<file path="src/common/matmul_defines.svh">
// Sizes are fixed at a 4x4 array with 16-bit wrapping data and no runtime size control
`ifndef MATMUL_DEFINES_SVH
`define MATMUL_DEFINES_SVH

// Element and address widths
`define DWIDTH 16
`define AWIDTH 10
`define ADDR_STRIDE_WIDTH 16

// Array dimension N for an N x N multiply
`define MAT_MUL_SIZE 4

// Cycles from an operand entering a PE to its product landing in the accumulator
`define NUM_CYCLES_IN_MAC 3

// Width of the cycle counter in the controller
`define CNT_WIDTH 8

// Count at which every accumulator holds its final value
`define LATCH_COUNT (3*`MAT_MUL_SIZE-1+`NUM_CYCLES_IN_MAC)

// Count at which the multiply reports done, after all columns are out
`define DONE_COUNT (`LATCH_COUNT+`MAT_MUL_SIZE+1)

`endif

</file>
<file path="src/common/matmul_pkg.sv">
// Types for the 4x4 multiplier; widths come from matmul_defines.svh
`include "matmul_defines.svh"

package matmul_pkg;

  // One matrix element
  typedef logic [`DWIDTH-1:0] data_t;

  // N elements side by side, element i in slice i
  typedef logic [`MAT_MUL_SIZE-1:0][`DWIDTH-1:0] row_t;

  // Address of a C column and the step between columns
  typedef logic [`AWIDTH-1:0] addr_t;
  typedef logic [`ADDR_STRIDE_WIDTH-1:0] stride_t;

  // Cycle counter for one multiply
  typedef logic [`CNT_WIDTH-1:0] cnt_t;

  // Controller states
  typedef enum logic [1:0] {
    IDLE,
    RUN,
    DONE
  } ctrl_state_t;

endpackage

</file>
<file path="src/source/output_logic.sv">
// Base and stride must stay stable until the latch; addresses wrap modulo 2^AWIDTH
`timescale 1ns/1ns
`include "matmul_defines.svh"

module output_logic import matmul_pkg::*; (
  input  logic    clk,
  input  logic    reset,
  input  logic    running,
  input  logic    done_mat_mul,
  input  cnt_t    clk_cnt,
  input  addr_t   address_mat_c,
  input  stride_t address_stride_c,
  input  data_t   c_matrix [0:`MAT_MUL_SIZE-1][0:`MAT_MUL_SIZE-1],
  output row_t    c_data_out,
  output addr_t   c_addr,
  output logic    c_data_available
);

  logic  row_latch_en;
  addr_t stride_step;
  cnt_t  col_cnt;
  row_t  c_col [0:`MAT_MUL_SIZE-1];
  // Columns 1 to N-1 wait here behind c_data_out
  row_t  c_pend [1:`MAT_MUL_SIZE-1];

  // Only the low address bits of the stride matter after wrapping
  assign stride_step = addr_t'(address_stride_c);

  assign row_latch_en = (clk_cnt == cnt_t'(`LATCH_COUNT));

  // Gather column j of C with element i in slice i
  always_comb begin
    for (int j = 0; j < `MAT_MUL_SIZE; j++) begin
      for (int i = 0; i < `MAT_MUL_SIZE; i++) begin
        c_col[j][i] = c_matrix[i][j];
      end
    end
  end

  ////////////////////////////////////////
  // Latch and shift out
  ////////////////////////////////////////

  always_ff @(posedge clk) begin
    if (reset || !running || done_mat_mul) begin
      c_data_available <= 1'b0;
      c_addr           <= address_mat_c + stride_step;
      c_data_out       <= '0;
      col_cnt          <= '0;
      for (int k = 1; k < `MAT_MUL_SIZE; k++) begin
        c_pend[k] <= '0;
      end
    end else if (row_latch_en) begin
      c_data_available <= 1'b1;
      c_addr           <= c_addr - stride_step;
      c_data_out       <= c_col[0];
      col_cnt          <= cnt_t'(1);
      for (int k = 1; k < `MAT_MUL_SIZE; k++) begin
        c_pend[k] <= c_col[k];
      end
    end else if (c_data_available) begin
      if (col_cnt == cnt_t'(`MAT_MUL_SIZE)) begin
        c_data_available <= 1'b0;
      end else begin
        c_addr     <= c_addr - stride_step;
        c_data_out <= c_pend[1];
        col_cnt    <= col_cnt + 1'b1;
        for (int k = 1; k < `MAT_MUL_SIZE - 1; k++) begin
          c_pend[k] <= c_pend[k+1];
        end
        // Zeros fill in behind the last column
        c_pend[`MAT_MUL_SIZE-1] <= '0;
      end
    end else begin
      // Follow the base while waiting so the first column lands on it
      c_addr <= address_mat_c + stride_step;
    end
  end

  a_avail_len: assert property (
    @(posedge clk) disable iff (reset)
    $rose(c_data_available) |-> ##(`MAT_MUL_SIZE) !c_data_available
  );

endmodule

</file>
<file path="config.mk">
export PLATFORM = sky130hd
export DESIGN_NAME = output_logic
export DESIGN_NICKNAME = d
export VERILOG_FILES = /design/src/common/matmul_pkg.sv /design/src/source/output_logic.sv
export VERILOG_INCLUDE_DIRS = /design/src /design/src/common
export SDC_FILE = /design/constraint.sdc
export NUM_CORES = 1
export LEC_CHECK = 0
export ABC_AREA = 1
export ABC_CLOCK_PERIOD_IN_PS = 6500
export BUFFER_PORTS_ARGS = -buffer_cell sky130_fd_sc_hd__buf_4
export CAP_MARGIN = 10
export CELL_PAD_IN_SITES_DETAIL_PLACEMENT = 2
export CELL_PAD_IN_SITES_GLOBAL_PLACEMENT = 2
export CORE_AREA = 2 2 221 223
export CTS_BUF_LIST = sky130_fd_sc_hd__clkbuf_16
export CTS_CLUSTER_DIAMETER = 150
export DETAILED_ROUTE_END_ITERATION = 10
export DIE_AREA = 0 0 223 225
export MAX_ROUTING_LAYER = met4
export PLACE_DENSITY = 0.72
export SLEW_MARGIN = 20
export SYNTH_ARGS = -nofsm -noshare
export SYNTH_HDL_FRONTEND = slang
export SYNTH_SLANG_ARGS = --single-unit
</file>
<file path="constraint.sdc">
create_clock -name clk -period 6.5 [get_ports clk]
set_clock_uncertainty 0.1 [all_clocks]
set_input_delay 0.975 -clock clk [delete_from_list [all_inputs] [get_ports clk]]
set_output_delay 0.975 -clock clk [all_outputs]
set_load 0.05 [all_outputs]
</file>
* After elaboration in Yosys (flattened, before gate mapping)
Memories as Yosys holds them, arrays and structs flattened.
Cells that the tools add are included.
** Storage, ports and cells
- Latch bits :: 0
- Memories :: 1
- Input port bits :: 294
- Logic and storage cells :: 57
- Output and inout port bits :: 75
- Memory bits (writable) :: 192
- Bits in read-only memories :: 0
- Register bits after elaboration :: 83
** Cells by class
- Divide/modulo/power cells :: 0
- Equality and inequality tests :: 4
- Shift-type cells :: 0
- Magnitude comparators :: 0
- Mux-type cells :: 27
- Bitwise gates (word level) :: 7
- $add $sub $neg :: 3
- Multipliers :: 0
- Reduce and logical (&&, ||, !) cells :: 7
** Memory list
- c_pend :: words 3, bits a word 64, read ports 3, clocked after memory_dff 0, wr ports 3, line output_logic.sv:24 : row_t c_pend [1:`MAT_MUL_SIZE-1];
** Operators by type and width (number)
- 64-bit two-way mux :: 9
- 10-bit two-way mux :: 4
- 1-bit two-way mux :: 14
- 10-bit adder :: 1
- 10-bit subtractor :: 1
- 8-bit by 1-bit adder with 8-bit output, second input constant :: 1
- 8-bit by 3-bit == test with 1-bit output, second input constant :: 1
- 8-bit by 4-bit == test with 1-bit output, second input constant :: 1
- 1-bit OR :: 6
- 4-bit inequality test, second input constant :: 1
- 2-bit AND reduction :: 2
- 1-bit logical OR :: 2
- 2-bit inequality test, second input constant :: 1
- 2-bit nonzero test :: 1
- 2-bit OR reduction :: 1
- 1-bit logical NOT :: 1
- 1-bit inverter :: 1

* Logic depth before layout (Yosys ltp)
- Depth in word-level cells :: 7
- Gate-level depth with buffers :: 13
- Depth with buffers taken out :: 13

* Worst setup path after synthesis
No wires, ideal clock.
- Path type :: input -> register
- From :: input port clk_cnt[7]
- To :: register c_pend[0][100] (netlist name)
- Data required time :: 5856 ps
- Stages :: 9
- Arrival :: 5494 ps
- Slack :: 362 ps
- Path through :: nor2_1 > and2_1 > nand2_2 > inv_2 > nor2_4 > inv_2 > nor2_4 > buf_6 > inv_1
** RTL lines
- start, declared :: line output_logic.sv:10 : input cnt_t clk_cnt,

==> results.md <==
- Run status: finished clean
- Die area: 50200 sq um
- Worst-Margin Slew: 944 ps
- Net Switching: 1.02 mW
- Hold Crit Class: reg -> reg
- Final TNS setup: 0 ps
- Worst-path clk slew: around 60 ps
- Drt wl/cell: 18.3 um
- PD cells: 250 nW/um^2
- Final Hold Viols: 0
- Post-CTS setup buffer count: 0
- Synth unique cells: 35
- Mapped Area: 12800 sq um
- CP startpoint kind: input pin
- Most common cell after layout, fill and taps aside: nand2_1
- Initial DRC count: 361
- Initial Util: 26.9%
- Sequential power share: 45.5%
- Crit path max-delay family: buffers and inverters
- Mux share of post-synthesis cell area: 0%
- Synth Area in Adders: 2.27%
- CP endpoint kind: register
- Row count: 80
- Leakage: around 8.7 nW
- Core area: 47500 sq um
- Worst EP arrival: 3810 ps
- Switching Fraction: a little under a quarter
- Setup CP Type: in -> reg
- Yosys reg bits: ~280
- Root Buffer: clkbuf_16
- # port buffers: between 300 and 400
- Pre-antenna DRT Iters: 4
- Boundary Pins: roughly 370
- Hold wc startpoint: c_data_out[26]
- CP max stage delay: 490 ps
- Worst VDD drop: 159 uV
- Total number of vias: 11000
- Share of layout cells above drive strength 1: 23.2%
- Seq/Total Area, Yosys: 58.9%
- Remaining DRCs: 0
- Simple-gate portion of the synthesized area: 29.1%
- Die Wd: between 200 and 250 um
- Avg Vias per Cell: 4.43
- CP max-delay cell: nand2_4
- Period minus WS final: 3720 ps
- Layout net count: 2162
- Max-cap violation count: 0
- Final core occ: 36.0%
- RSZ-0062 raised after global routing: no
- Synthesis warning total: 0
- Synthesized instance count: 1500
- Critical Path RT: ~6600 ps
- WP buf/inv: 6
- Synth-to-Final Area Change: 34.1%
- Slew HR: about 37%
- Syn Nets: 1816
- Routed WL: 45600 um
- Cells along the critical path: buf_4 > nor3_2 > nand2_4 > inv_2 > nor2_4 > inv_2 > nor2_4 > inv_8 > buf_16 > buf_4
- Die Y: 225 um
- Pint: between 3 and 4 mW
- Highest Clock Rate: 269 MHz
- H-tree levels: 2
- Max-slew violations: 0
- Post-route antenna net violation count: 0
- CTS resizes: 0
- Gr ovfl total: 0
- Worst R2R Start: col_cnt[1]
- Critical Path Source: clk_cnt[0]
- Final hold slack: ~350 ps
- Final Setup Violations: 0
- Clock buffers created by TritonCTS: 35
- Compound-Gate Fraction of Synth Area: 2.32%
- Sinks on Clock Net: 275
- Crit share post-route: a little under three fifths
- Largest net degree at the start of global routing: 144
- Number of global-route vias before repair: 12200
- Synth Area per Inst: 8.52 sq um
- Most frequent cells in the layout: 777 x nand2_1, 369 x buf_4, 202 x edfxtp_1
- Clk buf depth: 3
- Cts hold-fix bufs: 0
- First-pass GRT wire length: roughly 70000 um
- Logic gate share of total power: 9.5%
- GRT Total Usage: 18.7%
- Worst-Skew Late Latency: ~540 ps
- Largest family of logic cells by synthesized area: simple AND/OR/NAND/NOR gates
- Flop2flop setup slack: 3260 ps
- Clk pwr share: about 45%
- Initial antenna violation count: 3
- Worst-path fanout max: 97
- DP HPWL: 32900 um
- Xor/xnor cell area share of the yosys netlist: 0.686%
- CTS tree: yes
- Final Wtd Congestion: 0.814
final cells by class:
cell class,instances,area (sq um)
tap,615,769
antenna,3,7.51
multi-input combinational,1043,4400
clock buffer,37,926
sequential,275,7530
inverter,119,454
fill,5394,30400
timing repair buffer,372,2840
clock inverter,27,201
per-layer routing:
layer	up-vias	share of wire, %	track usage, %	wire length [um]
met5	-	0	-	0
met4	0	2.3	5.82	1050
met3	55	5.6	4.37	2570
met2	220	51	32.8	23400
met1	5384	41	21.0	18500
li1	5388	-	-	-
cells in the mapped netlist, drive strengths merged:
library cell / instances / area share, %
dfxtp: 73 / 11
o21bai: 3 / 0.18
nand2: 780 / 23
nor3b: 1 / 0.059
and3: 1 / 0.049
nor2: 129 / 4.1
nand4: 5 / 0.24
nand3: 33 / 1.3
xor2: 6 / 0.41
or2: 1 / 0.049
ha: 20 / 2.0
buf: 55 / 2.9
a21oi: 24 / 0.97
inv: 119 / 3.5
and2: 1 / 0.049
o21ai: 30 / 1.2
nor3: 3 / 0.24
clkbuf: 8 / 0.24
edfxtp: 202 / 47
fa: 2 / 0.31
xnor2: 4 / 0.27
final timing paths:
check                        end  depth (start not counted)
setup / recovery  c_pend[0][188]                         10
hold / removal    c_data_out[26]                          2
setup reg to reg  c_data_out[59]                         12
hold reg to reg   c_data_out[26]                          2
worst reg2reg max path, cell delays in order (launching register included):
cell and delay [ps]:
dfxtp_1 400, inv_1 70, ha_1 180, inv_1 50, nor2_1 40, nand3_1 140
nand2_4 200, nand2_2 510, inv_2 320, nor2_4 500, buf_4 460, nand2_1 140
nand2_1 80
stage by stage:
stage,total power [mW],instance area [sq um],instances,worst slack (ps)
after floorplan,2.18,12800,1500,362
after global placement,2.38,16000,2423,2250
after detailed placement,2.40,16000,2423,2140
after CTS,4.36,17100,2487,2720
after global routing,4.47,17100,2491,2500
final,4.29,17100,2491,2780
power groups by stage:
stage | clock [mW] | combinational [mW] | sequential (mW)
finish | 1.93 | 0.406 | 1.95
detailed placement | 0 | 0.410 | 1.99
floorplan | 0 | 0.154 | 2.02
CTS | 1.99 | 0.412 | 1.95
global route | 2.06 | 0.451 | 1.96
global placement | 0 | 0.395 | 1.99
cells by family (layout without fill, tap and decap cells):
kind of cell | after synthesis | count (layout)
buffers and inverters | 182 | 555
AOI/OAI and AO/OA | 57 | 57
adders and majority gates | 22 | 22
and+or+nand+nor | 954 | 954
DFF | 275 | 275
xor gates and xnor gates | 10 | 10
other | 0 | 3
sequential cells by signal, indices dropped and copies added (netlist names):
register / flops
c_addr: 10
c_data_out: 64
c_pend: 192
c_data_available: 1
col_cnt: 8
Power figures use the tool's default switching activity.
