**config.mk**
```make
export PLATFORM = sky130hd
export DESIGN_NAME = matmul_ctrl
export DESIGN_NICKNAME = d
export VERILOG_FILES = /design/src/common/matmul_pkg.sv /design/src/source/matmul_ctrl.sv
export VERILOG_INCLUDE_DIRS = /design/src /design/src/common
export SDC_FILE = /design/constraint.sdc
export NUM_CORES = 1
export LEC_CHECK = 0
export ABC_AREA = 0
export BUFFER_PORTS_ARGS = -buffer_cell sky130_fd_sc_hd__buf_2
export CAP_MARGIN = 20
export CORE_AREA = 2 2 39 41
export CTS_CLUSTER_SIZE = 16
export DETAILED_ROUTE_END_ITERATION = 6
export DIE_AREA = 0 0 41 43
export HOLD_SLACK_MARGIN = 0.12
export PLACE_DENSITY = 0.75
export SKIP_LAST_GASP = 1
export SYNTH_ARGS = -nofsm -noshare
export SYNTH_HDL_FRONTEND = slang
export SYNTH_SLANG_ARGS = --single-unit
```
**constraint.sdc**
```tcl
create_clock -name clk -period 2.37 [get_ports clk]
set_input_delay 0.1185 -clock clk [delete_from_list [all_inputs] [get_ports clk]]
set_output_delay 0.1185 -clock clk [all_outputs]
set_load 0.02 [all_outputs]
```
**src/common/matmul_defines.svh**
```systemverilog
// Sizes are fixed at a 4x4 array with 16-bit wrapping data and no runtime size control
`ifndef MATMUL_DEFINES_SVH
`define MATMUL_DEFINES_SVH

// Element and address widths
`define DWIDTH 16
`define AWIDTH 10
`define ADDR_STRIDE_WIDTH 16

// Array dimension N for an N x N multiply
`define MAT_MUL_SIZE 4

// Cycles from an operand entering a PE to its product landing in the accumulator
`define NUM_CYCLES_IN_MAC 3

// Width of the cycle counter in the controller
`define CNT_WIDTH 8

// Count at which every accumulator holds its final value
`define LATCH_COUNT (3*`MAT_MUL_SIZE-1+`NUM_CYCLES_IN_MAC)

// Count at which the multiply reports done, after all columns are out
`define DONE_COUNT (`LATCH_COUNT+`MAT_MUL_SIZE+1)

`endif

```
**src/common/matmul_pkg.sv**
```systemverilog
// Types for the 4x4 multiplier; widths come from matmul_defines.svh
`include "matmul_defines.svh"

package matmul_pkg;

  // One matrix element
  typedef logic [`DWIDTH-1:0] data_t;

  // N elements side by side, element i in slice i
  typedef logic [`MAT_MUL_SIZE-1:0][`DWIDTH-1:0] row_t;

  // Address of a C column and the step between columns
  typedef logic [`AWIDTH-1:0] addr_t;
  typedef logic [`ADDR_STRIDE_WIDTH-1:0] stride_t;

  // Cycle counter for one multiply
  typedef logic [`CNT_WIDTH-1:0] cnt_t;

  // Controller states
  typedef enum logic [1:0] {
    IDLE,
    RUN,
    DONE
  } ctrl_state_t;

endpackage

```
**src/source/matmul_ctrl.sv**
```systemverilog
// A new multiply needs start low for a cycle; dropping start mid-run aborts it
`timescale 1ns/1ns
`include "matmul_defines.svh"

module matmul_ctrl import matmul_pkg::*; (
  input  logic clk,
  input  logic reset,
  input  logic start_mat_mul,
  output cnt_t clk_cnt,
  output logic done_mat_mul,
  output logic running
);

  ctrl_state_t state;

  always_ff @(posedge clk) begin
    if (reset) begin
      state   <= IDLE;
      clk_cnt <= '0;
    end else begin
      case (state)
        IDLE: begin
          clk_cnt <= '0;
          if (start_mat_mul) state <= RUN;
        end
        RUN: begin
          if (!start_mat_mul) begin
            state   <= IDLE;
            clk_cnt <= '0;
          end else begin
            clk_cnt <= clk_cnt + 1'b1;
            if (clk_cnt == cnt_t'(`DONE_COUNT - 1)) state <= DONE;
          end
        end
        DONE: begin
          // Hold the final count until the caller lets go of start
          if (!start_mat_mul) begin
            state   <= IDLE;
            clk_cnt <= '0;
          end
        end
        default: state <= IDLE;
      endcase
    end
  end

  assign done_mat_mul = (state == DONE);

  // Also high on the start edge so the array takes operand 0 on that edge
  assign running = start_mat_mul && (state != DONE);

  a_cnt_bounded: assert property (
    @(posedge clk) disable iff (reset)
    clk_cnt <= cnt_t'(`DONE_COUNT)
  );

endmodule

```
## After elaboration in Yosys (flattened, before gate mapping)

Cells that the tools add are included.

| word-level totals | value |
|---|---|
| register bits after elaboration | 10 |
| bits of input ports | 3 |
| output and inout port bits | 10 |
| word-level logic and storage cells | 23 |

| cells by class | value |
|---|---|
| add/subtract/negate cells | 1 |
| eq/ne operators | 7 |
| multiplexer cells | 8 |
| reductions and logical operators | 5 |

Operators by type and width:

| cell | number |
|---|---|
| 8-bit one-hot mux with 3 select lines | 1 |
| 8-bit two-way mux | 2 |
| 8-bit by 1-bit adder with 8-bit output, second input constant | 1 |
| 8-bit by 5-bit equality test with 1-bit output, second input constant | 1 |
| 2-bit two-way mux | 4 |
| 2-bit inequality test, second input constant | 3 |
| 2-bit one-hot mux with 3 select lines | 1 |
| 3-bit inequality test, second input constant | 1 |
| 3-bit AND reduction | 1 |
| 3-bit nonzero test | 1 |
| 2-bit by 1-bit equality test with 1-bit output, second input constant | 1 |
| 2-bit equality test, second input constant | 1 |
| 2-bit zero test | 1 |
| 2-bit AND reduction | 1 |
| 1-bit logical AND | 1 |

## Longest topological paths before layout

Gate-level depths: netlist of run 1.

| logic depth | value |
|---|---|
| depth in word-level cells | 4 |
| mapped depth | 5 |

## Worst setup path before layout of run 1

OpenSTA, ideal clock, no wires.

| timing | value |
|---|---|
| kind | flip-flop to flip-flop |
| from | register clk_cnt[3] |
| to | register clk_cnt[7] |
| setup time | 0.074 ns |
| data arrival time | 1.348 ns |
| required time | 2.296 ns |
| slack | 0.948 ns |
| stages on the path, launching flop included | 5 |
| path buffers | 1 |
| path through | dfxtp_1 buf_6 nand4_2 or4_1 a31oi_1 |

| between the ends | value |
|---|---|
| word-level cells in the longest chain between the ends | 3 |

RTL lines:

| what | RTL line | RTL |
|---|---|---|
| start, declared | matmul_ctrl.sv:9 | `output cnt_t clk_cnt,` |
| start signal, assigned | matmul_ctrl.sv:31 | `clk_cnt <= clk_cnt + 1'b1;` |
| 8-bit by 1-bit adder with 8-bit output | matmul_ctrl.sv:31 |  |
| 8-bit two-way mux | matmul_ctrl.sv:27 | `if (!start_mat_mul) begin` |
| 8-bit one-hot mux with 3 select lines | matmul_ctrl.sv:21 | `case (state)` |

No other way between the ends.
A chain may end at the register's enable or synchronous reset.

## Final worst setup path of run 1

Same ends and word-level chain as after synthesis.

==> impl_metrics.tcl, run 1 <==
set metrics [dict create \
    synth_flop_cell "dfxtp_1" \
    switching_share 0.225 \
    synthArstFlopShare 0 \
    gp_congestion 0.769 \
    cp.required_ns 2.57 \
    ir_drop_mv 0.185 \
    final_hold_viol_count 0 \
    start_util 0.396 \
    fmax_mhz 674 \
    switching_power_mw 0.0779 \
    cts_hold_buf 0 \
    min_path_type "input pin to flop" \
    ios 13 \
    antenna_found_initial 0 \
    cp-start-kind "flop" \
    nNetsFinal 82 \
    synth_area_leaders "dfxtp_1 37%, nand2_1 5.5%, a311oi_1 4.8%, ha_1 4.6%, nand3_1 4.6%" \
    cts_tree "yes" \
    cp-end-kind "flop" \
    synth_nets 69 \
    cts_resized 0 \
    drt_first_pass_iters 4 \
    finalSetupTns_ns 0 \
    pwr-share-clk 0.458 \
    cts_made_buffers 3 \
    vias_per_cell 5.72 \
    layout_worst_path_cycle_share 0.626 \
    worstSetupPathType "flop to flop" \
    synth_cells 64 \
    clock_skew_ns 0.000628 \
    core_area_mm2 0.00138 \
    critPathMaxFanout 9 \
    grt_pass1_wl_um 2060 \
    overflow 0 \
    portBuffers 12 \
    die_h_um 43 \
    synth_edf_count 0 \
    cts_setup_buffers 0 \
    ant_nets 0 \
    fp.dieW_um 41 \
    clk_pin_slew_ns 0.07 \
    synth_seq_cells 10 \
    cellPowerDensity_mw_per_mm2 544 \
    setup_viol 0 \
    drive_gt1_frac 0.224 \
    slew_violations 0 \
    finalPower_mw 0.346 \
    ys_warn_count 0 \
    fin_crit_ns 1.48 \
    status "finished, final reports clean" \
    wl_um 1350 \
    drtIter0Drc 18 \
    dp_hpwl_um 902 \
    synth.distinct_cells 29 \
    combPwrFrac 0.047 \
    wire_per_inst_um 14.6 \
    synth_common_cells "10 x dfxtp_1, 8 x nand2_1, 5 x nand3_1" \
    arrival_ns 1.68 \
    drv_cap 0 \
    ys_seq_area_frac 0.365 \
    rsz0062_at_grt "false" \
    intPower_mw 0.269 \
    dieArea_mm2 0.00176 \
    rows 14 \
    worst_skew_pair.late_latency_ns 0.27 \
    cts_root_buf "clkbuf_4" \
    slew_headroom 0.694 \
    place_area_um2 601 \
    p_leak_nw 0.244 \
    clkSinkCount 10 \
    stdcell_area_um2 637 \
    cts_max_path_buffers 2 \
    grt_usage 0.170 \
    grt_max_degree 10 \
    synth_top_cell_by_area "dfxtp_1" \
    avgSynthCellArea_um2 8.56 \
    seqPwrFrac 0.495 \
    synth_top_area_share 0.365 \
    area_growth_pct 16.2 \
    htree_levels 1 \
    yosysMostFrequentCell "dfxtp_1" \
    netlist_area_um2 548 \
    first_global_vias 449 \
    vias 526 \
    remaining_drc_errors 0 \
    whs_ns 0.138 \
    antenna_cells 0 \
    worstMarginPinSlew_ns 0.453 \
]
## cell families after synthesis
| logic type | count (synthesis) | share of synthesized area |
|---|---|---|
| simple gates | 26 | 0.281 |
| fa+ha+maj | 2 | 0.0457 |
| flops | 10 | 0.365 |
| compound gates | 18 | 0.231 |
| buf+inv | 8 | 0.0776 |
## layout make-up
cell class / count / area (µm²)
fillers: 134 / 747
clock buffers: 4 / 36.3
multi-input cells: 46 / 305
well taps: 16 / 20.0
inverters: 4 / 15.0
flip-flops and latches: 10 / 200
repair buffers: 12 / 60.1
## worst max-delay path, cell delays in order (launching register included)
cell and delay, ns:
dfxtp_1 0.51, nand4_2 0.19, or4_1 0.53, a31oi_1 0.18
## routing by layer
metal / track usage / routed length [µm] / vias up
met1: 0.252 / 630 / 230
met5: 0 / 0 / -
met3: 0.0314 / 72 / 4
li1: - / - / 263
met4: 0.0800 / 22 / 0
met2: 0.228 / 621 / 29
## state kept, by name (all words and copies together), names as in the netlist
register  count
clk_cnt       8
state         2
## stage by stage
step	utilization	setup slack [ns]	instances
detailed placement	0.434	0.937	88
global placement	0.434	0.971	88
floorplan	-	0.948	64
finish	0.460	0.886	92
CTS	0.460	0.897	92
global route	0.460	0.794	92
## cells in the final DEF (no fill, tap or decap), types with 2 or more instances in the layout
cell	synthesis	final
dfxtp_1	10	10
a21oi_1	3	3
nand3_1	5	5
ha_1	2	2
nand3b_1	2	2
or4_1	2	2
a31oi_1	3	3
nand2_1	8	8
a311oi_1	3	3
buf_2	1	12
inv_1	4	4
o211ai_1	2	2
clkbuf_4	0	3
nand2b_1	2	2
o21ai_0	2	2
## power groups by stage
stage	Clock, mW	Sequential (mW)	Combinational [mW]
floorplan	0	0.175	0.0104
global placement	0	0.175	0.0161
detailed placement	0	0.175	0.0160
CTS	0.160	0.171	0.0162
global route	0.169	0.172	0.0177
finish	0.159	0.171	0.0163
## worst paths after layout
path,startpoint,endpoint,slack (ns),cells past startpoint
max,clk_cnt[3],clk_cnt[7],0.89,3
min,reset,clk_cnt[0],0.14,2
max reg2reg,clk_cnt[3],clk_cnt[7],0.89,3
min reg2reg,state[1],state[0],0.54,1
No activity file was read; power rests on OpenSTA's default activity.
==> inputs of run 2 (changes only) <==
==> constraint.sdc (replaced) <==
create_clock -name clk -period 1.6 [get_ports clk]
set_input_delay 0.08 -clock clk [delete_from_list [all_inputs] [get_ports clk]]
set_output_delay 0.08 -clock clk [all_outputs]
set_load 0.02 [all_outputs]
==> impl_metrics.tcl, run 2 (synthesis gave the netlist of run 1 again) <==
set metrics [dict create \
    status "finished, final reports clean" \
    nNetsFinal 84 \
    rsz0062_at_grt "false" \
    antenna_found_initial 0 \
    cts_root_buf "clkbuf_4" \
    stdcell_area_um2 657 \
    p_leak_nw 0.253 \
    dieArea_mm2 0.00176 \
    cp.required_ns 1.79 \
    grt_pass1_wl_um 2080 \
    largest_register "clk_cnt" \
    fmax_mhz 668 \
    clkSinkCount 10 \
    slew_headroom 0.694 \
    dp.cells 88 \
    place_area_um2 601 \
    cp-end-kind "flop" \
    antenna_cells 0 \
    portBuffers 12 \
    final_hold_viol_count 0 \
    fin_crit_ns 1.50 \
    overflow 0 \
    start_util 0.396 \
    slew_violations 0 \
    layout_commonest_cell "buf_2" \
    rows 14 \
    fp.dieW_um 41 \
    vias 530 \
    drt_first_pass_iters 5 \
    gp_congestion 0.769 \
    grt_usage 0.171 \
    cts_max_path_buffers 2 \
    cts_resized 0 \
    clk_pin_slew_ns 0.07 \
    worst_skew_pair.late_latency_ns 0.27 \
    reg_top3 "clk_cnt (8), state (2)" \
    cts_made_buffers 3 \
    ios 13 \
    wl_um 1370 \
    dp_hpwl_um 902 \
    min_path_type "flop to flop" \
    first_global_vias 451 \
    worstSetupPathType "flop to flop" \
    htree_levels 1 \
    finalSetupTns_ns 0 \
    drtIter0Drc 18 \
    layout_common_cells "12 x buf_2, 10 x dfxtp_1, 8 x nand2_1" \
    largest_reg_flops 8 \
    grt_max_degree 10 \
    remaining_drc_errors 0 \
    layout_worst_path_cycle_share 0.936 \
    cp-start-kind "flop" \
    arrival_ns 1.69 \
    cts_tree "yes" \
    critPathMaxFanout 9 \
    drv_cap 0 \
    cts_setup_buffers 0 \
    drive_gt1_frac 0.218 \
    whs_ns 0.538 \
    ant_nets 0 \
    die_h_um 43 \
    area_growth_pct 19.9 \
    fin_cells 94 \
    core_area_mm2 0.00138 \
    clock_skew_ns 0.00104 \
    cellPowerDensity_mw_per_mm2 783 \
    vias_per_cell 5.64 \
    wire_per_inst_um 14.5 \
    ir_drop_mv 0.274 \
    worstMarginPinSlew_ns 0.453 \
    setup_viol 0 \
]
## run 2: area by class of cell
type,instances,area [µm²]
Multi-Input combinational cell,46,305
Inverter,4,15.0
Timing Repair Buffer,14,80.1
Tap cell,16,20.0
Sequential cell,10,200
Fill cell,132,727
Clock buffer,4,36.3
## run 2: repair_timing
action,CTS,global route
endpoints found under the hold margin,8,0
endpoints found under the setup margin,0,0
hold buffers,2,0
## run 2: routing by layer
metal | routed length, µm | vias up | GRT usage
met4 | 26 | 0 | 0.0800
li1 | - | 267 | -
met3 | 92 | 6 | 0.0314
met2 | 604 | 30 | 0.228
met5 | 0 | - | 0
met1 | 644 | 227 | 0.256
## run 2: power by group
part           total [mW]  internal (mW)  switching [mW]
logic              0.0278         0.0119          0.0159
clock network       0.233          0.138          0.0946
registers           0.254          0.251         0.00313
total               0.515          0.401           0.114
## run 2: per-stage QoR
stage	utilization	worst slack [ns]	total power, mW
after global routing	0.475	0.0243	0.535
after floorplan	-	0.178	0.275
after detailed placement	0.434	0.167	0.283
final	0.475	0.103	0.515
after global placement	0.434	0.201	0.283
after CTS	0.475	0.127	0.519
## run 2: critical path, cell delays in order (launching register included)
cell     delay [ns]
dfxtp_1        0.51
nand4_2        0.20
or4_1          0.53
a31oi_1        0.18
## run 2: final timing paths
check | slack, ns | from | end | cells past startpoint
worst max register to register | 0.10 | clk_cnt[3] | clk_cnt[7] | 3
worst min-delay path | 0.54 | state[1] | state[0] | 1
worst max-delay path | 0.10 | clk_cnt[3] | clk_cnt[7] | 3
worst min register to register | 0.54 | state[1] | state[0] | 1
